[src/common/alu_pkg.sv]
package alu_pkg;

	// ==================================================
	// Major opcodes
	// ==================================================

	// Every register form shares OP_R3 and is told apart by func
	typedef enum logic [3:0] {
		OP_R3    = 4'h0,
		OP_ADDI  = 4'h1,
		OP_SUBFI = 4'h2,
		OP_ANDI  = 4'h3,
		OP_ORI   = 4'h4,
		OP_EORI  = 4'h5,
		OP_CMPI  = 4'h6,
		OP_CMPUI = 4'h7,
		OP_MULI  = 4'h8,
		OP_DIVI  = 4'h9,
		OP_MOV   = 4'ha,
		OP_NOP   = 4'hf
	} op_e;

	// ==================================================
	// Register-form functions
	// ==================================================

	typedef enum logic [4:0] {
		FN_ADD   = 5'd0,
		FN_SUB   = 5'd1,
		FN_AND   = 5'd2,
		FN_OR    = 5'd3,
		FN_EOR   = 5'd4,
		FN_NAND  = 5'd5,
		FN_NOR   = 5'd6,
		FN_CMP   = 5'd7,
		FN_CMPU  = 5'd8,
		FN_MUL   = 5'd9,
		FN_MULU  = 5'd10,
		FN_MULH  = 5'd11,
		FN_MULUH = 5'd12,
		FN_DIV   = 5'd13,
		FN_DIVU  = 5'd14,
		FN_MOD   = 5'd15,
		FN_MODU  = 5'd16,
		FN_MAX3  = 5'd17,
		FN_MIN3  = 5'd18,
		FN_MAXU3 = 5'd19,
		FN_MINU3 = 5'd20,
		FN_ASL   = 5'd21,
		FN_LSR   = 5'd22,
		FN_ASR   = 5'd23
	} func_e;

	// Folding of the third operand into a two-operand result
	// Codes 6 and 7 are unassigned and yield zero
	typedef enum logic [2:0] {
		CB_AND  = 3'd0,
		CB_ANDN = 3'd1,
		CB_OR   = 3'd2,
		CB_ORN  = 3'd3,
		CB_XOR  = 3'd4,
		CB_XNOR = 3'd5
	} combine_e;

	// Bit positions of the compare flags in a compare result
	localparam int unsigned CMP_EQ = 0;
	localparam int unsigned CMP_LT = 1;
	localparam int unsigned CMP_LE = 2;
	localparam int unsigned CMP_GT = 3;
	localparam int unsigned CMP_GE = 4;

endpackage

[src/common/exec_pkg.sv]
package exec_pkg;

	// ==================================================
	// Unit timing
	// ==================================================

	// Register stages between operand capture and the product output
	localparam int unsigned MUL_STAGES = 3;

	// Sequencer waits in ONE, MUL or DIV until the chosen path is done
	typedef enum logic [1:0] {
		ST_IDLE = 2'd0,
		ST_ONE  = 2'd1,
		ST_MUL  = 2'd2,
		ST_DIV  = 2'd3
	} seq_state_e;

	// DONE lasts exactly one cycle and is the divider's done pulse
	typedef enum logic [1:0] {
		DV_IDLE = 2'd0,
		DV_RUN  = 2'd1,
		DV_DONE = 2'd2
	} div_state_e;

endpackage

[src/logic/exec_sequencer.sv]
`timescale 1ns/1ps

module exec_sequencer
	import alu_pkg::*;
	import exec_pkg::*;
#(
	parameter int WID = 32
)
(
	input  logic           clk,
	input  logic           rst_n,
	input  logic           issue,
	input  op_e            opcode,
	input  func_e          func,
	input  combine_e       combine,
	input  logic [WID-1:0] a,
	input  logic [WID-1:0] b,
	input  logic [WID-1:0] c,
	input  logic [WID-1:0] imm,
	input  logic           mul_done,
	input  logic           div_done,
	output op_e            op_q,
	output func_e          func_q,
	output combine_e       combine_q,
	output logic [WID-1:0] a_q,
	output logic [WID-1:0] b_q,
	output logic [WID-1:0] c_q,
	output logic [WID-1:0] imm_q,
	output logic           mul_start,
	output logic           div_start,
	output logic           div_signed,
	output logic           busy,
	output logic           result_valid
);

	seq_state_e state;
	logic       rv_q;
	logic       accept;
	logic       is_mul;
	logic       is_div;

	// Strobes that arrive while an operation is in flight are dropped
	assign accept = issue && !busy;

	assign is_mul = (opcode == OP_MULI) ||
		((opcode == OP_R3) && (func inside {FN_MUL, FN_MULU, FN_MULH, FN_MULUH}));
	assign is_div = (opcode == OP_DIVI) ||
		((opcode == OP_R3) && (func inside {FN_DIV, FN_DIVU, FN_MOD, FN_MODU}));

	assign div_signed = (op_q == OP_DIVI) ||
		((op_q == OP_R3) && (func_q inside {FN_DIV, FN_MOD}));

	// Busy covers the result cycle as well, so a new issue waits one more edge
	assign busy         = (state != ST_IDLE) || rv_q;
	assign result_valid = rv_q || ((state == ST_DIV) && div_done);

	// ==================================================
	// Operation capture
	// ==================================================

	always_ff @(posedge clk or negedge rst_n)
	begin
		if (!rst_n)
		begin
			op_q      <= OP_NOP;
			func_q    <= FN_ADD;
			combine_q <= CB_AND;
		end
		else if (accept)
		begin
			op_q      <= opcode;
			func_q    <= func;
			combine_q <= combine;
		end
	end

	always_ff @(posedge clk)
	begin
		if (accept)
		begin
			a_q   <= a;
			b_q   <= b;
			c_q   <= c;
			imm_q <= imm;
		end
	end

	// ==================================================
	// Path FSM
	// ==================================================

	always_ff @(posedge clk or negedge rst_n)
	begin
		if (!rst_n)
		begin
			state     <= ST_IDLE;
			rv_q      <= 1'b0;
			mul_start <= 1'b0;
			div_start <= 1'b0;
		end
		else
		begin
			rv_q      <= 1'b0;
			mul_start <= 1'b0;
			div_start <= 1'b0;
			case (state)
				ST_IDLE:
					if (accept)
					begin
						if (is_div)
						begin
							state     <= ST_DIV;
							div_start <= 1'b1;
						end
						else if (is_mul)
						begin
							state     <= ST_MUL;
							mul_start <= 1'b1;
						end
						else
							state <= ST_ONE;
					end
				ST_ONE:
				begin
					rv_q  <= 1'b1;
					state <= ST_IDLE;
				end
				ST_MUL:
					if (mul_done)
					begin
						rv_q  <= 1'b1;
						state <= ST_IDLE;
					end
				// The divide result is flagged straight from div_done
				ST_DIV:
					if (div_done)
						state <= ST_IDLE;
				default: state <= ST_IDLE;
			endcase
		end
	end

endmodule

[config.mk]
export PLATFORM = sky130hd
export DESIGN_NAME = exec_sequencer
export DESIGN_NICKNAME = d
export VERILOG_FILES = /design/src/common/alu_pkg.sv /design/src/common/exec_pkg.sv /design/src/logic/exec_sequencer.sv
export SDC_FILE = /design/constraint.sdc
export NUM_CORES = 1
export LEC_CHECK = 0
export ABC_AREA = 1
export BUFFER_PORTS_ARGS = -buffer_cell sky130_fd_sc_hd__clkbuf_2
export CAP_MARGIN = 20
export CORE_UTILIZATION = 35
export CTS_CLUSTER_SIZE = 20
export DETAILED_ROUTE_END_ITERATION = 10
export PLACE_DENSITY = 0.74
export RECOVER_POWER = 100
export SETUP_SLACK_MARGIN = 0.02
export SYNTH_ARGS = -nofsm -noshare
export SYNTH_HDL_FRONTEND = slang
export SYNTH_SLANG_ARGS = --single-unit
export TNS_END_PERCENT = 100
[constraint.sdc]
create_clock -name clk -period 11.5 [get_ports clk]
set_input_delay 0.575 -clock clk [delete_from_list [all_inputs] [get_ports clk]]
set_output_delay 0.575 -clock clk [all_outputs]
set_load 0.02 [all_outputs]
---- After elaboration in Yosys (flattened, before gate mapping) ----
Cells that the tools add are included.
cells by class
  add/sub/neg operators ................... 0
  $mul .................................... 0
  div/mod/pow operators ................... 0
  magnitude comparators ................... 0
  equal/unequal tests ..................... 19
  shift operators ......................... 0
  multiplexer cells ....................... 15
  bitwise gates (word level) .............. 0
  reduce and logical (&&, ||, !) cells .... 19
operators with widths
  kind                number
  $eq 5x4->1 const B  9
  $eq 4x4->1 const B  3
  $mux 2              5
  $logic_not 4->1     2
  $mux 1              8
  $pmux 2 s4          1
  $reduce_bool 4->1   2
  $ne 2x2->1 const B  3
  $eq 5x5->1 const B  1
  $logic_and 1x1->1   5
  $logic_or 1x1->1    5
  $eq 2x2->1 const B  2
  $reduce_bool 2->1   2
  $reduce_and 3->1    1
  $eq 2x1->1 const B  1
  $logic_not 2->1     1
  $pmux 1 s2          1
  $logic_not 1->1     1
word-level totals
  register bits ........................... 145
  bits in latches ......................... 0
  bits in writable memories ............... 0
  ROM bits ................................ 0
  input bits .............................. 145
  output and inout bits ................... 145
  memories kept ........................... 0

---- Logic depth before layout (Yosys ltp) ----
Gate-level depths: netlist of the first run.
  word-level depth ........................ 8
  gate-level depth with buffers ........... 9
  mapped depth without buffers ............ 9

---- Worst setup path before layout of the first run ----
No wires, ideal clock.
  kind .................................... reg2reg
  start point ............................. reg state[0]
  end point ............................... reg a_q[0] (enable)
  arrival ................................. 3.355 ns
  required time ........................... 11.016 ns
  slack ................................... 7.660 ns
  cell stages (with the launch flop) ...... 5
  path buffers ............................ 0
  cell sequence ........................... dfrtp_1 -> inv_1 -> ha_1 -> nand3_2 -> inv_1
on the way
  cells in the longest elaborated chain, start to end .. 4
ends and longest elaborated chain
  element                 RTL line               RTL
  from (decl)             exec_sequencer.sv:36   seq_state_e state;
  from (signal assigned)  exec_sequencer.sv:96   state <= ST_IDLE;
  from (signal assigned)  exec_sequencer.sv:112  state <= ST_DIV;
  from (signal assigned)  exec_sequencer.sv:117  state <= ST_MUL;
  $reduce_bool 2->1       exec_sequencer.sv:54   assign busy = (state != ST_IDLE) || rv_q;
  $logic_or 1x1->1        exec_sequencer.sv:54
  $logic_not 1->1         exec_sequencer.sv:43   assign accept = issue && !busy;
  $logic_and 1x1->1       exec_sequencer.sv:43
  named net accept        exec_sequencer.sv:38   logic accept;
  to (signal assigned)    exec_sequencer.sv:81   a_q <= a;
  to (decl)               exec_sequencer.sv:25   output logic [WID-1:0] a_q,
The timed path passes the listed nets, and every way through them passes these cells.
A chain may end at the register's enable or synchronous reset.

---- Worst setup path after layout of the first run ----
  start point ............................. reg state[1]
  end point ............................... reg c_q[18] (enable)
on the way
  cells in the longest elaborated chain, start to end .. 4
ends and longest elaborated chain
  element               RTL line              RTL
  $reduce_bool 2->1     exec_sequencer.sv:54
  $logic_or 1x1->1      exec_sequencer.sv:54
  $logic_not 1->1       exec_sequencer.sv:43
  $logic_and 1x1->1     exec_sequencer.sv:43
  named net accept      exec_sequencer.sv:38
  to (signal assigned)  exec_sequencer.sv:83  c_q <= c;
  to (decl)             exec_sequencer.sv:27  output logic [WID-1:0] c_q,
The timed path passes the listed nets, and every way through them passes these cells.

==> results.yml, run 1 <==
timing:
  final.min_clock_period_ns: 6.177
  relSlewSlack_pct: -134.3
  fmax_ghz: 0.1619
  hold_viol: 0
  holdWs_ns: 0.2670
  finClkSkew_ns: 0.005760
  tightest_slew_ns: 3.514
  rsz0062_at_grt: "no"
  drv_slew: 136
  totalNegativeSetupSlack_ns: 0
  min_period_over_period_pct: 53.71
  setup_viol: 0
worst_setup_path:
  timing.rr.end: "c_q[18]$_DFFE_PP_"
  crit_arrival_ns: 6.11
  ff2ff_setup_slack_ns: 5.32
  worst_setup_path_end_kind: "flip-flop"
  crit_path_max_fanout: 69
  start_kind: "flip-flop"
  regToRegStartpoint: "state[1]$_DFFE_PN0P_"
  reg2reg_depth: 5
  worstPathRequired_ns: 11.43
  crit_type: "flip-flop to flip-flop"
routing:
  drc_errors: 0
  wire_per_inst_um: 15.29
  routed_wl_um: 11330
  vias: 3209
  dr.first_iter.drc_count: 208
  ant_nets: 0
  drtPass1Iterations: 4
  via_per_inst: 4.331
synth:
  yosys.area.top_type: "edfxtp_1"
  yosysWarnings: 0
  synthTopCellsByArea: "edfxtp_1 81%, dfrtp_1 6.9%, nand2_1 3.3%"
  ys_ff_latch: 145
  synth_area_um2: 4748
  synth_edf_count: 128
  netlist_top_cells_count: "128 x edfxtp_1, 42 x nand2_1, 17 x inv_1"
  syn_nets: 395
  async_flop_share_pct: 11.72
  synth_flop_cell: "edfxtp_1"
  synth.most_common_cell: "edfxtp_1"
  avgSynthCellArea_um2: 19.38
  synth_top_area_share_pct: 80.95
  ys_seq_area_share_pct: 90.01
  ys_types: 19
  synthCells: 245
run:
  drv_cap: 2
global_routing:
  grt_usage_pct: 16.27
  overflow: 0
  grt_first_pass_wirelength_um: 16440
  antenna_found_initial: 0
  grt_max_degree: 70
  grt_pass1_vias: 3161
pwr:
  power.share.switching_pct: 31.85
  clockPowerShare_pct: 30.2
  seq_power_share_pct: 46.7
  p_comb_share_pct: 23.1
  p_sw_mw: 0.5423
  p_per_area_nw_per_um2: 251.8
  power_mw: 1.703
  vdd_drop_max_uv: 121.2
  p_int_mw: 1.161
  power.leakage_nw: 2.702
finish:
  diodes: 0
  final_nets: 702
  fill_cells: 1216
  stdcell_count: 741
  syn2layout_area_growth_pct: 42.42
  multi_input_area_um2: 386.6
  regArea_um2: 4274
  drive_above_1_share_pct: 30.44
  utilization_pct: 51.07
placed_design:
  portBuffers: 289
  dp_hpwl_um: 8617
  place_inst: 709
  gp_congestion: 0.8106
floorplanning:
  rows: 42
  core_um2: 13240
  pin_count: 290
  fp.dieH_um: 118.5
  initial_core_util_pct: 35.86
  die_w_um: 118.5
  dieArea_um2: 14040
clocking:
  path_clk_slew_ns: 0.06
  clockBufferDepth: 2
  cts_sinks: 145
  h-tree-depth: 4
  cts_tree: "built"
  cts_hold_buf: 0
  cts_setup_buffers: 0
  clock_latency_ns: 0.41
  cts_root_buffer: "clkbuf_16"
  cts_buffers: 17
  ctsResizeCount: 0
hold_path:
  hp-class: "input port to async pin"
outcome:
  status: "finished with violations"
  violations: "capacitance limit, slew limit"
## how the worst max path moves through the flow
stage | startpoint | depth (start not counted) | slack [ns] | to
2_1_floorplan | state[0]$_DFFE_PN0P_ | 4 | 7.66 | a_q[0]$_DFFE_PP_
3_3_place_gp | state[0]$_DFFE_PN0P_ | 5 | 8.59 | a_q[28]$_DFFE_PP_
3_5_place_dp | state[1]$_DFFE_PN0P_ | 5 | 8.46 | c_q[18]$_DFFE_PP_
4_1_cts | state[1]$_DFFE_PN0P_ | 5 | 8.45 | c_q[18]$_DFFE_PP_
5_1_grt | state[0]$_DFFE_PN0P_ | 7 | 4.45 | func_q[0]$_DFFE_PN0P_
6_report | state[1]$_DFFE_PN0P_ | 5 | 5.32 | c_q[18]$_DFFE_PP_
## critical path, cell delays in order, from the launching register on
cell,delay [ns]
dfrtp_1,0.42
inv_1,0.12
ha_1,0.20
nand3_1,0.54
clkinvlp_2,1.79
clkbuf_1,2.55
## power by group through the flow
stage                     logic [mW]  registers, mW  clock network [mW]
after detailed placement       0.430          0.793                   0
after CTS                      0.430          0.785               0.525
after global routing           0.429          0.810               0.546
final                          0.393          0.796               0.514
after floorplan                0.112          0.948                   0
after global placement         0.421          0.788                   0
## final cells by class
type / count / area share (%)
clock buffers: 24 / 6.827
clock inverters: 8 / 1.369
inverters: 18 / 1.018
multi-input cells: 80 / 5.717
flip-flops and latches: 145 / 63.20
well taps: 176 / 3.256
repair buffers: 290 / 18.61
## routing by layer
metal / global-route usage, % / vias up / wire, um
li1: - / 1497 / -
met4: 8.940 / 0 / 317
met5: 0 / - / 0
met2: 27.57 / 180 / 5771
met3: 6.419 / 31 / 1005
met1: 17.35 / 1501 / 4238
## cells in the final DEF, fill, tap and decap left out, types with 2 or more instances in the layout
cell type / count
a21oi_1: 2
bufinv_16: 2
clkbuf_1: 160
clkbuf_16: 17
clkbuf_2: 136
clkinv_2: 4
dfrtp_1: 13
dfstp_2: 4
edfxtp_1: 128
ha_1: 5
inv_1: 16
nand2_1: 42
nand3_1: 5
nor2_1: 9
nor2_2: 4
o21ai_0: 8
## flip-flops by register name, indices dropped and copies added, names as in the netlist
| signal | flops |
|---|---|
| rv_q | 1 |
| state | 2 |
| imm_q | 32 |
| mul_start | 1 |
| func_q | 5 |
| c_q | 32 |
| op_q | 4 |
| a_q | 32 |
| combine_q | 3 |
| div_start | 1 |
| b_q | 32 |
## cells by family after synthesis
| group | count (synthesis) | share of synthesized area (%) |
|---|---|---|
| compound gates | 11 | 1.318 |
| flops | 145 | 90.01 |
| fa+ha+maj | 5 | 1.318 |
| buf+inv | 20 | 1.634 |
| simple gates | 64 | 5.718 |
## metrics by stage
step	worst slack, ns	cell area (um^2)
after floorplan	7.661	4748
after global placement	8.585	6415
after detailed placement	8.457	6415
after CTS	8.450	6969
after global routing	4.451	6763
final	5.323	6763
Power figures use the tool's default switching activity.
==> run 2, diff against run 1 <==
--- a/config.mk
+++ b/config.mk
@@ -11,7 +11,7 @@
 export CORE_UTILIZATION = 35
 export CTS_CLUSTER_SIZE = 20
 export DETAILED_ROUTE_END_ITERATION = 10
-export PLACE_DENSITY = 0.74
+export PLACE_DENSITY = 0.77
 export RECOVER_POWER = 100
 export SETUP_SLACK_MARGIN = 0.02
 export SYNTH_ARGS = -nofsm -noshare
==> constraint.sdc (replaced) <==
create_clock -name clk -period 5.4 [get_ports clk]
set_input_delay 0.27 -clock clk [delete_from_list [all_inputs] [get_ports clk]]
set_output_delay 0.27 -clock clk [all_outputs]
set_load 0.02 [all_outputs]
==> run 2 against run 1 <==
Compared with the run above:
- via count increased by 0.81%
- worst hold slack got worse by 0.23 ns
- setup slack got worse by 3.5 ns
- die area unchanged
- clock power increased by 130%
- highest routed layer unchanged
- global-route usage decreased by 0.20 points
- sequential power increased by 110%
- flip-flop and latch count unchanged
- the flow now finishes without violations
==> results.yml, run 2 (synthesis gave the netlist of run 1 again) <==
floorplanning:
  core_um2: 13240
  rows: 42
  fp.dieH_um: 118.5
  die_w_um: 118.5
  pin_count: 290
  initial_core_util_pct: 35.86
  dieArea_um2: 14040
worst_setup_path:
  startpoint: "state[0]$_DFFE_PN0P_"
  cp.buffers_inverters: 3
  start_kind: "flip-flop"
  crit_end: "b_q[10]$_DFFE_PP_"
  critPathTopFamily: "buffers and inverters"
  ff2ff_setup_slack_ns: 1.81
  worstPathRequired_ns: 5.42
  cp.depth: 5
  critPathMaxStageDelay_ns: 0.93
  path_cells: "inv_1, ha_1, nand3_1, inv_4, clkbuf_1"
  crit_type: "flip-flop to flip-flop"
  crit_path_max_fanout: 73
  crit_arrival_ns: 3.61
  cp_slowest_cell: "inv_4"
  worst_setup_path_end_kind: "flip-flop"
  regToRegStartpoint: "state[0]$_DFFE_PN0P_"
  timing.rr.end: "b_q[10]$_DFFE_PP_"
  reg2reg_depth: 5
timing:
  rsz0062_at_grt: "no"
  setup_ws_ns: 1.810
  relSlewSlack_pct: 27.70
  min_period_over_period_pct: 66.48
  totalNegativeSetupSlack_ns: 0
  fmax_ghz: 0.2786
  finClkSkew_ns: 0.01081
  hold_viol: 0
  final.min_clock_period_ns: 3.590
  drv_slew: 0
  tightest_slew_ns: 1.085
  setup_viol: 0
run:
  drv_cap: 0
finish:
  final_cell_mix: "159 x clkbuf_1, 131 x clkbuf_2, 128 x edfxtp_1, 42 x nand2_1, 17 x clkbuf_16"
  finalInstanceArea_um2: 6815
  layout_commonest_cell: "clkbuf_1"
  final_nets: 704
  syn2layout_area_growth_pct: 43.53
  utilization_pct: 51.46
  diodes: 0
  drive_above_1_share_pct: 29.68
  fill_cells: 1199
clocking:
  ctsResizeCount: 0
  path_clk_slew_ns: 0.06
  h-tree-depth: 4
  clock_latency_ns: 0.41
  cts_root_buffer: "clkbuf_16"
  clockBufferDepth: 2
  cts_tree: "built"
  cts_sinks: 145
  cts_buffers: 17
routing:
  drc_errors: 0
  via_per_inst: 4.360
  routed_wl_um: 11380
  drtPass1Iterations: 4
  vias: 3235
  wire_per_inst_um: 15.34
  ant_nets: 0
  dr.first_iter.drc_count: 230
pwr:
  vdd_drop_max_uv: 428.7
  p_per_area_nw_per_um2: 541.1
  power.leakage_nw: 2.723
global_routing:
  grt_pass1_vias: 3143
  grt_first_pass_wirelength_um: 16420
  grt_max_degree: 74
  use_met1_pct: 18.35
  grtUsageMet3_pct: 5.936
  grt_usage_pct: 16.06
  antenna_found_initial: 0
  grt_use_met2_pct: 27.79
  busiest_layer: "met2"
  overflow: 0
placed_design:
  dp_hpwl_um: 8564
  place_area_um2: 6422
  pre_cts_slack_ns: 2.446
  portBuffers: 289
  gp_congestion: 0.8376
outcome:
  status: "finished, final reports clean"
hold_path:
  hp-class: "input port to flip-flop"
-- run 2: how the worst min path moves through the flow --
stage,slack (ns),depth (start not counted),endpoint,from
4_1_cts,0.02,1,imm_q[15]$_DFFE_PP_,imm[15]
6_report,0.04,1,imm_q[15]$_DFFE_PP_,imm[15]
5_1_grt,0.007,1,c_q[29]$_DFFE_PP_,c[29]
3_5_place_dp,0.21,1,state[0]$_DFFE_PN0P_,rst_n
3_3_place_gp,0.21,1,rv_q$_DFF_PN0_,rst_n
2_1_floorplan,-0.03,0,combine_q[0]$_DFFE_PN0P_,rst_n
-- run 2: final cells by class --
class | count | area, um^2 | share of cell area (%)
sequential | 145 | 4274 | 62.71
timing repair buffer | 292 | 1270 | 18.63
clock buffer | 17 | 425.4 | 6.242
multi-input combinational | 80 | 384.1 | 5.636
tap | 176 | 220.2 | 3.231
clock inverter | 14 | 171.4 | 2.515
inverter | 18 | 70.07 | 1.028
-- run 2: metal layers --
metal  part of all wire (%)  wire length (um)  vias up
li1                       -                 -     1500
met1                     39              4480     1552
met2                     52              5952      173
met3                    7.5               849       10
met4                   0.90               102        0
met5                      0                 0        -
-- run 2: report_power, final --
| part | switching (mW) | internal [mW] | total [mW] |
|---|---|---|---|
| combinational | 0.655 | 0.187 | 0.841 |
| clock | 0.416 | 0.760 | 1.18 |
| sequential | 0.0984 | 1.57 | 1.67 |
| total | 1.17 | 2.52 | 3.69 |
-- run 2: through the flow --
step	instances	power, mW	hold WS, ns
floorplan	245	2.258	-0.02559
global placement	710	2.570	0.2056
detailed placement	710	2.615	0.2119
CTS	742	3.793	0.01513
global route	742	3.844	0.006572
finish	742	3.688	0.03666
-- run 2: timing repair --
action                    CTS  global route
setup buffers               0             0
hold endpoints to repair   13             0
hold buffers                1             0
