===== config.mk =====
export PLATFORM = sky130hd
export DESIGN_NAME = alu_divider
export DESIGN_NICKNAME = d
export VERILOG_FILES = /design/src/common/exec_pkg.sv /design/src/alu/alu_divider.sv
export SDC_FILE = /design/constraint.sdc
export NUM_CORES = 1
export LEC_CHECK = 0
export ABC_AREA = 1
export BUFFER_PORTS_ARGS = -buffer_cell sky130_fd_sc_hd__clkbuf_2
export CAP_MARGIN = 0
export CORE_AREA = 2 2 123 155
export DETAILED_ROUTE_END_ITERATION = 8
export DIE_AREA = 0 0 125 157
export PLACE_DENSITY = 0.91
export SYNTH_ARGS = -nofsm -noshare
export SYNTH_HDL_FRONTEND = slang
export SYNTH_SLANG_ARGS = --single-unit

===== constraint.sdc =====
create_clock -name clk -period 7.1 [get_ports clk]
set_input_delay 1.42 -clock clk [delete_from_list [all_inputs] [get_ports clk]]
set_output_delay 1.42 -clock clk [all_outputs]
set_load 0.02 [all_outputs]

===== src/common/exec_pkg.sv =====
package exec_pkg;

	// ==================================================
	// Unit timing
	// ==================================================

	// Register stages between operand capture and the product output
	localparam int unsigned MUL_STAGES = 3;

	// Sequencer waits in ONE, MUL or DIV until the chosen path is done
	typedef enum logic [1:0] {
		ST_IDLE = 2'd0,
		ST_ONE  = 2'd1,
		ST_MUL  = 2'd2,
		ST_DIV  = 2'd3
	} seq_state_e;

	// DONE lasts exactly one cycle and is the divider's done pulse
	typedef enum logic [1:0] {
		DV_IDLE = 2'd0,
		DV_RUN  = 2'd1,
		DV_DONE = 2'd2
	} div_state_e;

endpackage


===== src/alu/alu_divider.sv =====
`timescale 1ns/1ps

module alu_divider
	import exec_pkg::*;
#(
	parameter int WID = 32
)
(
	input  logic           clk,
	input  logic           rst_n,
	input  logic           div_start,
	input  logic           div_signed,
	input  logic [WID-1:0] dividend,
	input  logic [WID-1:0] divisor,
	output logic [WID-1:0] quotient,
	output logic [WID-1:0] remainder,
	output logic           dbz,
	output logic           div_done
);

	localparam int CW = $clog2(WID) + 1;

	div_state_e     state;
	logic [CW-1:0]  cnt;
	logic           neg_q;
	logic           neg_r;
	logic           dbz_q;
	logic           b_zero;
	logic [WID-1:0] a_mag;
	logic [WID-1:0] b_mag;
	// Dividend bits leave at the top while quotient bits enter at the bottom
	logic [WID-1:0] q_r;
	logic [WID-1:0] dmag;
	logic [WID-1:0] acc;
	logic [WID:0]   acc_sh;
	logic [WID:0]   trial;

	assign b_zero = (divisor == '0);
	assign a_mag  = (div_signed && dividend[WID-1]) ? -dividend : dividend;
	assign b_mag  = (div_signed && divisor[WID-1]) ? -divisor : divisor;

	assign acc_sh = {acc, q_r[WID-1]};
	assign trial  = acc_sh - {1'b0, dmag};

	// ==================================================
	// Control
	// ==================================================

	always_ff @(posedge clk or negedge rst_n)
	begin
		if (!rst_n)
		begin
			state <= DV_IDLE;
			cnt   <= '0;
			neg_q <= 1'b0;
			neg_r <= 1'b0;
			dbz_q <= 1'b0;
		end
		else if (div_start)
		begin
			// A zero divisor skips the iterations and keeps the raw dividend
			neg_q <= div_signed && (dividend[WID-1] ^ divisor[WID-1]) && !b_zero;
			neg_r <= div_signed && dividend[WID-1] && !b_zero;
			dbz_q <= b_zero;
			cnt   <= CW'(WID);
			state <= b_zero ? DV_DONE : DV_RUN;
		end
		else
		begin
			case (state)
				DV_RUN:
				begin
					cnt <= cnt - 1'b1;
					if (cnt == CW'(1))
						state <= DV_DONE;
				end
				default: state <= DV_IDLE;
			endcase
		end
	end

	// ==================================================
	// Shift-subtract datapath
	// ==================================================

	always_ff @(posedge clk)
	begin
		if (div_start)
		begin
			q_r  <= b_zero ? '1 : a_mag;
			acc  <= b_zero ? dividend : '0;
			dmag <= b_mag;
		end
		else if (state == DV_RUN)
		begin
			// Keep the trial difference only when it did not borrow
			if (!trial[WID])
			begin
				acc <= trial[WID-1:0];
				q_r <= {q_r[WID-2:0], 1'b1};
			end
			else
			begin
				acc <= acc_sh[WID-1:0];
				q_r <= {q_r[WID-2:0], 1'b0};
			end
		end
	end

	assign div_done  = (state == DV_DONE);
	assign dbz       = div_done && dbz_q;
	assign quotient  = neg_q ? -q_r : q_r;
	assign remainder = neg_r ? -acc : acc;

endmodule


# Word-level counts from Yosys, hierarchy flattened
# Cells that the tools add are included.
# classes
mul	0
n_reduce_logical	9
n_mux	18
addsub	6
n_shift	0
div	0
n_eq_ne	4
bitwise_logic	1
order_cmp	0
# op_table
operator	n
$mux 32	11
$neg 32->32	4
$sub 33x32->33	1
$logic_not 32->1	1
$mux 6	2
$mux 2	4
$eq 6x1->1 const B	1
$logic_and 1x1->1	6
$sub 6x1->6 const B	1
$ne 3x3->1 const B	1
$eq 2x1->1 const B	1
$eq 2x2->1 const B	1
$reduce_bool 2->1	1
$logic_not 1->1	1
$mux 1	1
$xor 1x1->1	1
# word_totals
in_bits	68
regBits	107
latch_bits	0
rom_bits	0
mem_count	0
mem_bits_rw	0
elab_cells	46

# Longest topological paths before layout
# Gate-level depths: netlist of the first run.
# logic_depth
depth_word	4
ltp_mapped	18

# Least setup slack after synthesis of the first run
# No wires, ideal clock.
# synth_path
path_kind	input-to-reg
start	in div_start
end	reg acc[0], enable pin
arrival_ns	3.016
setup_time_ns	0.419
stages	3
path_slack_ns	3.665
required_time_ns	6.681
n_path_buf	1
path_cell_list	clkbuf_1 > nor2_1 > inv_1
# synth_via
elab_chain_len	1
# synth_rtl
element	line	source
start, declared	alu_divider.sv:11	input logic div_start,
$reduce_bool 2->1 (no source line)	-	
end signal, assigned	alu_divider.sv:91	acc <= b_zero ? dividend : '0;
end signal, assigned	alu_divider.sv:99	acc <= trial[WID-1:0];
end signal, assigned	alu_divider.sv:104	acc <= acc_sh[WID-1:0];
end, declared	alu_divider.sv:34	logic [WID-1:0] acc;
# Every way passes these cells.
# A chain may end at the register's enable or synchronous reset.

# Worst setup path in the final report of the first run
# layout_path
start	reg acc[0]
end	out remainder[30]
# layout_via
elab_chain_len	2
# layout_rtl
element	line	source
$neg 32->32	alu_divider.sv:113	assign remainder = neg_r ? -acc : acc;
$mux 32	alu_divider.sv:113	
end, declared	alu_divider.sv:16	output logic [WID-1:0] remainder,
# Every way passes these cells.

==> impl_metrics.env, run 1 <==
export IMPL_run_status="finished clean"
export IMPL_yosys_area_share_simple_pct=37.2
export IMPL_rows=55
export IMPL_synth_edff_count=96
export IMPL_cp_required_ns=5.68
export IMPL_leakage_nw=6.17
export IMPL_finalNetCount=1852
export IMPL_ys_seq_area_share_pct=29.5
export IMPL_worstRegToRegCells=16
export IMPL_core_um2=18000
export IMPL_clk_pin_slew_ns=0.09
export IMPL_synth_top_area_cell="edfxtp_1"
export IMPL_cts_made_buffers=9
export IMPL_post_cts_buffers=0
export IMPL_synth_area_per_cell_um2=6.54
export IMPL_path_class="register to output pin"
export IMPL_cts_buffer_depth=2
export IMPL_ys_ff_latch=107
export IMPL_startpoint_type="register"
export IMPL_utilization_pct=65.5
export IMPL_place_area_um2=11500
export IMPL_die_h_um=157
export IMPL_die_width_um=125
export IMPL_final_setup_viol_count=0
export IMPL_ctsResizeCount=0
export IMPL_grt_total_usage_pct=33.8
export IMPL_rsz0062_at_grt="no"
export IMPL_syn_area_um2=10700
export IMPL_cp_end_kind="output pin"
export IMPL_syn_nets=1743
export IMPL_gp_congestion=0.988
export IMPL_dp_hpwl_mm=26.7
export IMPL_finalHoldViolCount=0
export IMPL_cts_root_buffer="clkbuf_16"
export IMPL_antenna_left=0
export IMPL_p_per_area_nw_per_um2=371
export IMPL_pre_cts_ws_ns=3.08
export IMPL_viasPerCell=5.62
export IMPL_synthTopCellsByArea="edfxtp_1 (27%), nand2_1 (16%), inv_1 (9.8%)"
export IMPL_dieArea_um2=19600
export IMPL_crit_path_max_fanout=4
export IMPL_layout_drive_gt1_share_pct=11.1
export IMPL_synth_flop_cell="edfxtp_1"
export IMPL_max_freq_ghz=0.232
export IMPL_remaining_drc_errors=0
export IMPL_yosysUniqueCellTypes=46
export IMPL_max_cap_violations=0
export IMPL_grt_ovfl_total=0
export IMPL_synthAdderAreaFrac_pct=4.63
export IMPL_yosysWarningCount=0
export IMPL_pin_count=134
export IMPL_num_vias=11100
export IMPL_fin_skew_ns=0.0132
export IMPL_worst_pin_slew_ns=0.991
export IMPL_drtIter0Drc=885
export IMPL_ir_drop_mv=0.167
export IMPL_drt_total_wl_mm=33.2
export IMPL_synthCells=1636
export IMPL_postLayoutCellArea_um2=11800
export IMPL_clkLatencyLatePin_ns=0.38
export IMPL_slew_limit_headroom_pct=33.9
export IMPL_fin_ws_ns=2.79
export IMPL_cts_hold_buf=0
export IMPL_synthXorXnorAreaFrac_pct=9.26
export IMPL_cts_tree="done"
export IMPL_post_route_period_util_pct=60.8
export IMPL_syn_to_final_growth_pct=10.5
export IMPL_detail_route_wl_per_cell_um=16.8
export IMPL_finalSetupTns_ns=0
export IMPL_io_buffers=133
export IMPL_fill_cells=1653
export IMPL_grt_pass1_wl_mm=52.8
export IMPL_dr_pass1_iters=5
export IMPL_synth_compound_area_share_pct=7.51
export IMPL_cts_sinks=107
export IMPL_antenna_found_initial=0
export IMPL_h_tree_depth=3
export IMPL_hp_class="register to register"
export IMPL_finalCriticalPeriod_ns=4.31
export IMPL_netlist_area_leader_share_pct=27.0
export IMPL_synthMuxAreaShare_pct=0
export IMPL_cp_data_arrival_time_ns=2.89
export IMPL_async_flop_share_pct=10.3
export IMPL_power_mw=4.38
export IMPL_grt_max_degree=56
export IMPL_synth_top_family_by_area="simple AND/OR/NAND/NOR gates"
export IMPL_initial_utilization_pct=59.3
export IMPL_n_antenna_cell=0
export IMPL_grt_pass1_vias=10600
export IMPL_holdPathStages=1
export IMPL_slew_violations=0
-- cells in the mapped netlist (4+ instances only) --
| cell type | number |
|---|---|
| nand2_1 | 460 |
| inv_1 | 279 |
| nand3_1 | 190 |
| nor2_1 | 164 |
| edfxtp_1 | 96 |
| xor2_1 | 93 |
| a21oi_1 | 47 |
| o21ai_0 | 40 |
| ha_1 | 38 |
| nor3_1 | 27 |
| clkbuf_1 | 23 |
| xnor2_1 | 20 |
| nand4_1 | 17 |
| nand3b_1 | 14 |
| a22oi_1 | 13 |
| dfrtp_1 | 11 |
| inv_2 | 9 |
| a31oi_1 | 7 |
| o21bai_1 | 7 |
| nand2_2 | 6 |
| o31ai_1 | 6 |
| buf_1 | 5 |
| buf_4 | 5 |
| nand2_4 | 5 |
| nor4_1 | 5 |
| o21ai_1 | 5 |
| o22ai_1 | 5 |
| or2_2 | 5 |
| and2_1 | 4 |
| nor2_2 | 4 |
-- final cells by class --
type	count	area, um2	share of cell area (%)
Clock inverter	7	103	0.869
Inverter	288	1080	9.15
Sequential cell	107	3160	26.7
Timing Repair Buffer	137	696	5.89
Multi-Input combinational cell	1202	6260	53.0
Tap cell	228	285	2.41
Clock buffer	9	225	1.91
-- logic make-up after synthesis --
kind of cell               after synthesis
AOI/OAI and AO/OA                      138
xor gates and xnor gates               113
adders and majority gates               39
buffers and inverters                  327
DFF                                    107
and+or+nand+nor                        912
-- where the power goes --
part | total (mW) | switching (mW) | internal [mW]
sequential | 1.10 | 0.199 | 0.901
combinational | 2.72 | 1.84 | 0.877
clock | 0.564 | 0.299 | 0.266
total | 4.38 | 2.34 | 2.04
-- metrics by stage --
stage | std cells | hold slack (ns)
2_1_floorplan | 1636 | 0.439
3_3_place_gp | 1962 | 0.465
3_5_place_dp | 1962 | 0.472
4_1_cts | 1978 | 0.487
5_1_grt | 1978 | 0.518
6_report | 1978 | 0.485
-- flip-flops by register name, indices dropped and copies added (netlist names) --
name and cells:
acc 32, dmag 32, q_r 32, cnt 6, state 2, dbz_q 1
neg_q 1, neg_r 1
-- cells in the final DEF (no fill, tap or decap), types with 6 or more instances in the layout --
| master | netlist | final |
|---|---|---|
| clkbuf_16 | 0 | 9 |
| nand3_1 | 190 | 190 |
| a21oi_1 | 47 | 47 |
| inv_1 | 279 | 278 |
| xor2_1 | 93 | 93 |
| dfrtp_1 | 11 | 11 |
| o21bai_1 | 7 | 7 |
| nor2_1 | 164 | 163 |
| nor3_1 | 27 | 27 |
| inv_2 | 9 | 10 |
| nand4_1 | 17 | 17 |
| nand2_2 | 6 | 6 |
| nand2_1 | 460 | 460 |
| o21ai_0 | 40 | 40 |
| nand3b_1 | 14 | 14 |
| ha_1 | 38 | 38 |
| xnor2_1 | 20 | 20 |
| o31ai_1 | 6 | 6 |
| a22oi_1 | 13 | 13 |
| clkbuf_2 | 0 | 132 |
| a31oi_1 | 7 | 7 |
| edfxtp_1 | 96 | 96 |
-- worst max-delay path, stage by stage, from the launching register on --
cell	delay, ns
edfxtp_1	0.45
inv_1	0.16
ha_1	0.19
nand3_1	0.12
nor2_1	0.19
nand2_1	0.13
nor2_1	0.26
a21oi_1	0.15
a21oi_1	0.33
o21ai_0	0.19
xor2_1	0.16
clkbuf_2	0.19
-- final timing paths --
kind | startpoint | to | slack (ns)
max in group asynchronous | rst_n | neg_q | 5.96
setup / recovery | acc[0] | remainder[30] | 2.79
hold reg to reg | cnt[3] | cnt[3] | 0.49
min in group asynchronous | rst_n | cnt[0] | 0.90
hold / removal | cnt[3] | cnt[3] | 0.49
setup reg to reg | q_r[31] | acc[31] | 4.07
-- layer usage --
layer  share of wire (%)  GRT usage, %
met1                  39          40.7
met2                  49          60.7
met3                 7.1          3.16
met4                 4.9          16.8
met5                   0             0
Note: power is estimated with default switching activity, not from simulation.
==> run 2: changes to the inputs <==
--- a/config.mk
+++ b/config.mk
@@ -8,10 +8,10 @@
 export ABC_AREA = 1
 export BUFFER_PORTS_ARGS = -buffer_cell sky130_fd_sc_hd__clkbuf_2
 export CAP_MARGIN = 0
-export CORE_AREA = 2 2 123 155
+export CORE_AREA = 2 2 129 163
 export DETAILED_ROUTE_END_ITERATION = 8
-export DIE_AREA = 0 0 125 157
-export PLACE_DENSITY = 0.91
+export DIE_AREA = 0 0 131 165
+export PLACE_DENSITY = 0.87
 export SYNTH_ARGS = -nofsm -noshare
 export SYNTH_HDL_FRONTEND = slang
 export SYNTH_SLANG_ARGS = --single-unit
==> constraint.sdc (replaced) <==
create_clock -name clk -period 3.7 [get_ports clk]
set_input_delay 0.74 -clock clk [delete_from_list [all_inputs] [get_ports clk]]
set_output_delay 0.74 -clock clk [all_outputs]
set_load 0.02 [all_outputs]
==> run 2 against run 1 <==
Compared with the run above:
- via count down 1.0%
- combinational power up 94%
- largest cell class unchanged
- critical endpoint is now remainder[28]
- sequential power up 92%
- highest routed layer unchanged
- clock-buffer cell count unchanged
- non-clock buffer count up 11
- register-to-register slack worse by 3.3 ns
- die area up 10%
- core utilization down 5.7 points
- first-iteration DRC count down 12%
==> impl_metrics.env, run 2 (same netlist as run 1, synthesis figures left out) <==
export IMPL_run_status="finished clean"
export IMPL_antenna_left=0
export IMPL_p_sw_mw=4.47
export IMPL_finalNetCount=1863
export IMPL_crit_path_max_fanout=4
export IMPL_cts_tree="done"
export IMPL_crit_buf_inv=2
export IMPL_dieArea_um2=21600
export IMPL_rsz0062_at_grt="no"
export IMPL_startpoint_type="register"
export IMPL_fin_ws_ns=0.187
export IMPL_cp_end_kind="output pin"
export IMPL_seqPwrFrac_pct=25.2
export IMPL_h_tree_depth=3
export IMPL_grt_total_usage_pct=31.6
export IMPL_cp_required_ns=2.96
export IMPL_remaining_drc_errors=0
export IMPL_max_cap_violations=0
export IMPL_dr_pass1_iters=5
export IMPL_pwr_share_comb_pct=62.9
export IMPL_cts_made_buffers=9
export IMPL_place_area_um2=11600
export IMPL_pin_count=134
export IMPL_final_cell_mix="nand2_1 (460), inv_1 (278), nand3_1 (190)"
export IMPL_post_route_period_util_pct=95.0
export IMPL_ctsResizeCount=0
export IMPL_slew_violations=0
export IMPL_seq_area_um2=3160
export IMPL_syn_to_final_growth_pct=11.7
export IMPL_grt_pass1_vias=10400
export IMPL_cp_data_arrival_time_ns=2.77
export IMPL_cts_root_buffer="clkbuf_16"
export IMPL_clock_power_share_pct=11.9
export IMPL_fill_cells=1908
export IMPL_viasPerCell=5.42
export IMPL_use_met1_pct=38.5
export IMPL_postLayoutCellArea_um2=11900
export IMPL_die_h_um=165
export IMPL_drt_total_wl_mm=33.4
export IMPL_hp_class="input pin to asynchronous set/reset pin"
export IMPL_n_antenna_cell=0
export IMPL_grt_ovfl_total=0
export IMPL_worst_pin_slew_ns=0.774
export IMPL_grt_max_degree=55
export IMPL_use_met2_pct=54.6
export IMPL_layout_drive_gt1_share_pct=11.8
export IMPL_detail_route_wl_per_cell_um=16.5
export IMPL_finalSetupTns_ns=0
export IMPL_rows=58
export IMPL_leakage_nw=6.22
export IMPL_core_um2=20000
export IMPL_cts_hold_buf=0
export IMPL_antenna_found_initial=0
export IMPL_final_setup_viol_count=0
export IMPL_utilization_pct=59.8
export IMPL_cp_cell_sequence="inv_1 > ha_1 > nand3_1 > nor2_1 > nand2_1 > nor2_2 > nand3_1 > o21ai_0 > nand2_1 > xor2_1 > clkbuf_2"
export IMPL_cts_sinks=107
export IMPL_die_width_um=131
export IMPL_clkLatencyLatePin_ns=0.37
export IMPL_post_cts_buffers=0
export IMPL_multiInputGateArea_um2=6270
export IMPL_pre_cts_ws_ns=0.557
export IMPL_clk_pin_slew_ns=0.09
export IMPL_slew_limit_headroom_pct=48.4
export IMPL_initial_utilization_pct=53.6
export IMPL_cts_buffer_depth=2
export IMPL_largestRegisters="acc (32), dmag (32), q_r (32)"
export IMPL_gp_congestion=0.985
export IMPL_finalHoldViolCount=0
export IMPL_ir_drop_mv=0.309
export IMPL_power_mw=8.39
export IMPL_final_common_cell="nand2_1"
export IMPL_drtIter0Drc=775
export IMPL_path_class="register to output pin"
export IMPL_max_freq_ghz=0.285
export IMPL_finalCriticalPeriod_ns=3.51
export IMPL_slowest_delay_ns=0.46
export IMPL_grt_pass1_wl_mm=52.6
export IMPL_fin_skew_ns=0.0187
export IMPL_cp_top_family="simple AND/OR/NAND/NOR gates"
export IMPL_use_met3_pct=3.66
export IMPL_io_buffers=133
export IMPL_busiest_layer="met2"
export IMPL_switching_share_pct=53.4
export IMPL_num_vias=11000
export IMPL_p_int_mw=3.91
export IMPL_dp_hpwl_mm=27.4
export IMPL_worst_path_max_delay_cell="edfxtp_1"
export IMPL_p_per_area_nw_per_um2=702
## run 2: final cells by class
cell class	count	area share [%]
timing repair buffer	148	6.52
sequential	107	26.4
tap	270	2.83
clock buffer	9	1.89
multi-input combinational	1202	52.5
inverter	288	9.05
clock inverter	7	0.744
## run 2: per-layer routing
layer  share of wire (%)  up-vias
met5                   0        -
met4                 5.7        0
met3                 5.1       92
met2                  49      392
met1                  41     5067
li1                    -     5455
## run 2: metrics by stage
stage	instances	hold WS, ns
finish	2031	0.240
global route	2031	0.252
CTS	2031	0.244
detailed placement	2015	0.473
global placement	2015	0.464
floorplan	1636	0.439
## run 2: worst register-to-register path, delay by kind of cell (launching register included)
kind | cells | cell delay, ns
buffers and inverters | 2 | 0.29
AND/OR/NAND/NOR | 12 | 1.54
flip-flops | 1 | 0.40
adder cells (fa/ha/maj) | 2 | 0.48
## run 2: path summary, 6_finish.rpt
kind                       slack, ns  cells after the start    start            end
min                             0.24                      1    rst_n         cnt[0]
max in group asynchronous       3.22                      1    rst_n          neg_r
min in group clk                0.48                      1   cnt[3]         cnt[3]
min reg2reg                     0.48                      1   cnt[3]         cnt[3]
max                             0.19                     11   acc[0]  remainder[28]
max reg2reg                     0.74                     16  q_r[31]        acc[31]
## run 2: power by group through the flow
stage          Combinational [mW]  Sequential, mW  Clock [mW]
2_1_floorplan                3.88            1.96           0
3_3_place_gp                 5.14            2.10           0
3_5_place_dp                 5.17            2.12           0
4_1_cts                      5.22            2.09        1.01
5_1_grt                      5.86            2.14        1.05
6_report                     5.27            2.11        1.00
==> run 3: changes to the inputs <==
==> config.mk (replaced) <==
export PLATFORM = sky130hd
export DESIGN_NAME = alu_divider
export DESIGN_NICKNAME = d
export VERILOG_FILES = /design/src/common/exec_pkg.sv /design/src/alu/alu_divider.sv
export SDC_FILE = /design/constraint.sdc
export NUM_CORES = 1
export LEC_CHECK = 0
export ABC_AREA = 1
export CAP_MARGIN = 0
export CELL_PAD_IN_SITES_DETAIL_PLACEMENT = 0
export CELL_PAD_IN_SITES_GLOBAL_PLACEMENT = 2
export CORE_AREA = 2 2 167 210
export DETAILED_ROUTE_END_ITERATION = 8
export DIE_AREA = 0 0 169 212
export DONT_BUFFER_PORTS = 1
export PLACE_DENSITY = 0.86
export SYNTH_ARGS = -nofsm -noshare
export SYNTH_HDL_FRONTEND = slang
export SYNTH_SLANG_ARGS = --single-unit
==> run 3 against run 2 <==
Compared with the run above:
- setup slack gained 0.084 ns
- cell area shrank 2.8%
- clock-buffer cell count increased by 1
- global-route usage fell by 11 points
- combinational power fell by 2%
- critical endpoint is now remainder[19]
- highest routed layer unchanged
==> impl_metrics.env, run 3 (same netlist as run 1, synthesis figures left out) <==
export IMPL_run_status="finished clean"
export IMPL_crit_path_max_fanout=5
export IMPL_n_antenna_cell=0
export IMPL_leakage_nw=5.73
export IMPL_ctsResizeCount=0
export IMPL_worst_pin_slew_ns=0.815
export IMPL_max_freq_ghz=0.292
export IMPL_cp_required_ns=2.96
export IMPL_cp_end_kind="output pin"
export IMPL_cp_top_family="simple AND/OR/NAND/NOR gates"
export IMPL_initial_utilization_pct=31.4
export IMPL_clk_pin_slew_ns=0.07
export IMPL_cts_made_buffers=9
export IMPL_cts_sinks=107
export IMPL_startpoint_type="register"
export IMPL_grt_max_degree=86
export IMPL_rows=76
export IMPL_die_width_um=169
export IMPL_final_common_cell="nand2_1"
export IMPL_cts_buffer_depth=2
export IMPL_clkLatencyLatePin_ns=0.36
export IMPL_pre_cts_ws_ns=0.483
export IMPL_grt_pass1_vias=10200
export IMPL_holdWs_ns=0.0666
export IMPL_gp_congestion=0.926
export IMPL_cts_tree="done"
export IMPL_p_per_area_nw_per_um2=715
export IMPL_largestRegisters="acc (32), dmag (32), q_r (32)"
export IMPL_grt_ovfl_total=0
export IMPL_h_tree_depth=3
export IMPL_crit_buf_inv=1
export IMPL_max_cap_violations=0
export IMPL_cp_data_arrival_time_ns=2.69
export IMPL_io_buffers=0
export IMPL_drtIter0Drc=593
export IMPL_dp_hpwl_mm=30.6
export IMPL_syn_to_final_growth_pct=8.55
export IMPL_viasPerCell=4.96
export IMPL_finalSetupTns_ns=0
export IMPL_slew_violations=0
export IMPL_dr_pass1_iters=5
export IMPL_slew_limit_headroom_pct=45.2
export IMPL_finalCriticalPeriod_ns=3.43
export IMPL_cts_hold_buf=0
export IMPL_finalNetCount=1740
export IMPL_path_class="register to output pin"
export IMPL_detail_route_wl_per_cell_um=17.8
export IMPL_antenna_left=0
export IMPL_dieArea_um2=35800
export IMPL_drt_total_wl_mm=36.8
export IMPL_remaining_drc_errors=0
export IMPL_cts_root_buffer="clkbuf_16"
export IMPL_post_route_period_util_pct=92.7
export IMPL_num_vias=10200
export IMPL_final_setup_viol_count=0
export IMPL_worst_path_max_delay_cell="xor2_1"
export IMPL_core_um2=34000
export IMPL_layout_drive_gt1_share_pct=5.19
export IMPL_ir_drop_mv=0.293
export IMPL_pin_count=134
export IMPL_finalHoldViolCount=0
export IMPL_die_h_um=212
export IMPL_fin_skew_ns=0.00781
export IMPL_hp_class="input pin to asynchronous set/reset pin"
export IMPL_grt_pass1_wl_mm=56.5
export IMPL_cp_cell_sequence="buf_4 > nor3_2 > nand3_1 > nor2_1 > nand3_1 > nor2_2 > nand2_1 > nand2_1 > xor2_1"
export IMPL_post_cts_buffers=0
export IMPL_fin_ws_ns=0.270
export IMPL_grt_total_usage_pct=20.7
export IMPL_slowest_delay_ns=0.55
export IMPL_rsz0062_at_grt="no"
export IMPL_antenna_found_initial=0
export IMPL_final_cell_mix="nand2_1 (460), inv_1 (278), nand3_1 (190)"
## run 3: cell count changes in the layout (fill, tap and decap cells not counted), moves of 2 or more
cell,before,now
nor2_1,162,160
bufinv_16,0,3
clkinv_8,3,0
buf_4,15,24
clkbuf_2,132,0
## run 3: power breakdown
group          total, mW  switching, mW  internal [mW]
Sequential          2.05          0.321           1.73
Combinational       5.14           3.55           1.59
Clock               1.11          0.448          0.663
## run 3: routing by layer
layer | up-vias | GRT usage, % | wire length (um)
li1 | 5208 | - | -
met1 | 4697 | 23.7 | 15100
met2 | 275 | 37.4 | 18300
met3 | 64 | 4.24 | 1980
met4 | 0 | 8.43 | 1410
met5 | - | 0 | 0
## run 3: final timing paths
check                           cells past startpoint       start  slack [ns]             to
worst max-delay path                                9      acc[0]        0.27  remainder[19]
worst min-delay path                                0       rst_n        0.07          neg_q
worst max register to register                     17     q_r[31]        0.84        acc[31]
worst min register to register                      1      cnt[3]        0.49         cnt[3]
max in group asynchronous                           0       rst_n        3.56          neg_r
min in group clk                                    0  divisor[0]        0.47        dmag[0]
## run 3: area by class of cell
cell class	instances	area [um2]
Fill cell	3784	22400
Multi-Input combinational cell	1202	6290
Sequential cell	107	3160
Inverter	288	1080
Tap cell	429	537
Clock buffer	10	229
Timing Repair Buffer	25	200
Clock inverter	6	111
## run 3: per-stage QoR
stage	utilization (%)	total power, mW	instances	instance area [um2]
2_1_floorplan	-	5.84	1636	10700
4_1_cts	34.0	8.32	2067	11600
6_report	34.1	8.30	2067	11600
3_3_place_gp	33.0	7.20	2051	11200
3_5_place_dp	33.0	7.17	2051	11200
5_1_grt	34.1	9.02	2067	11600
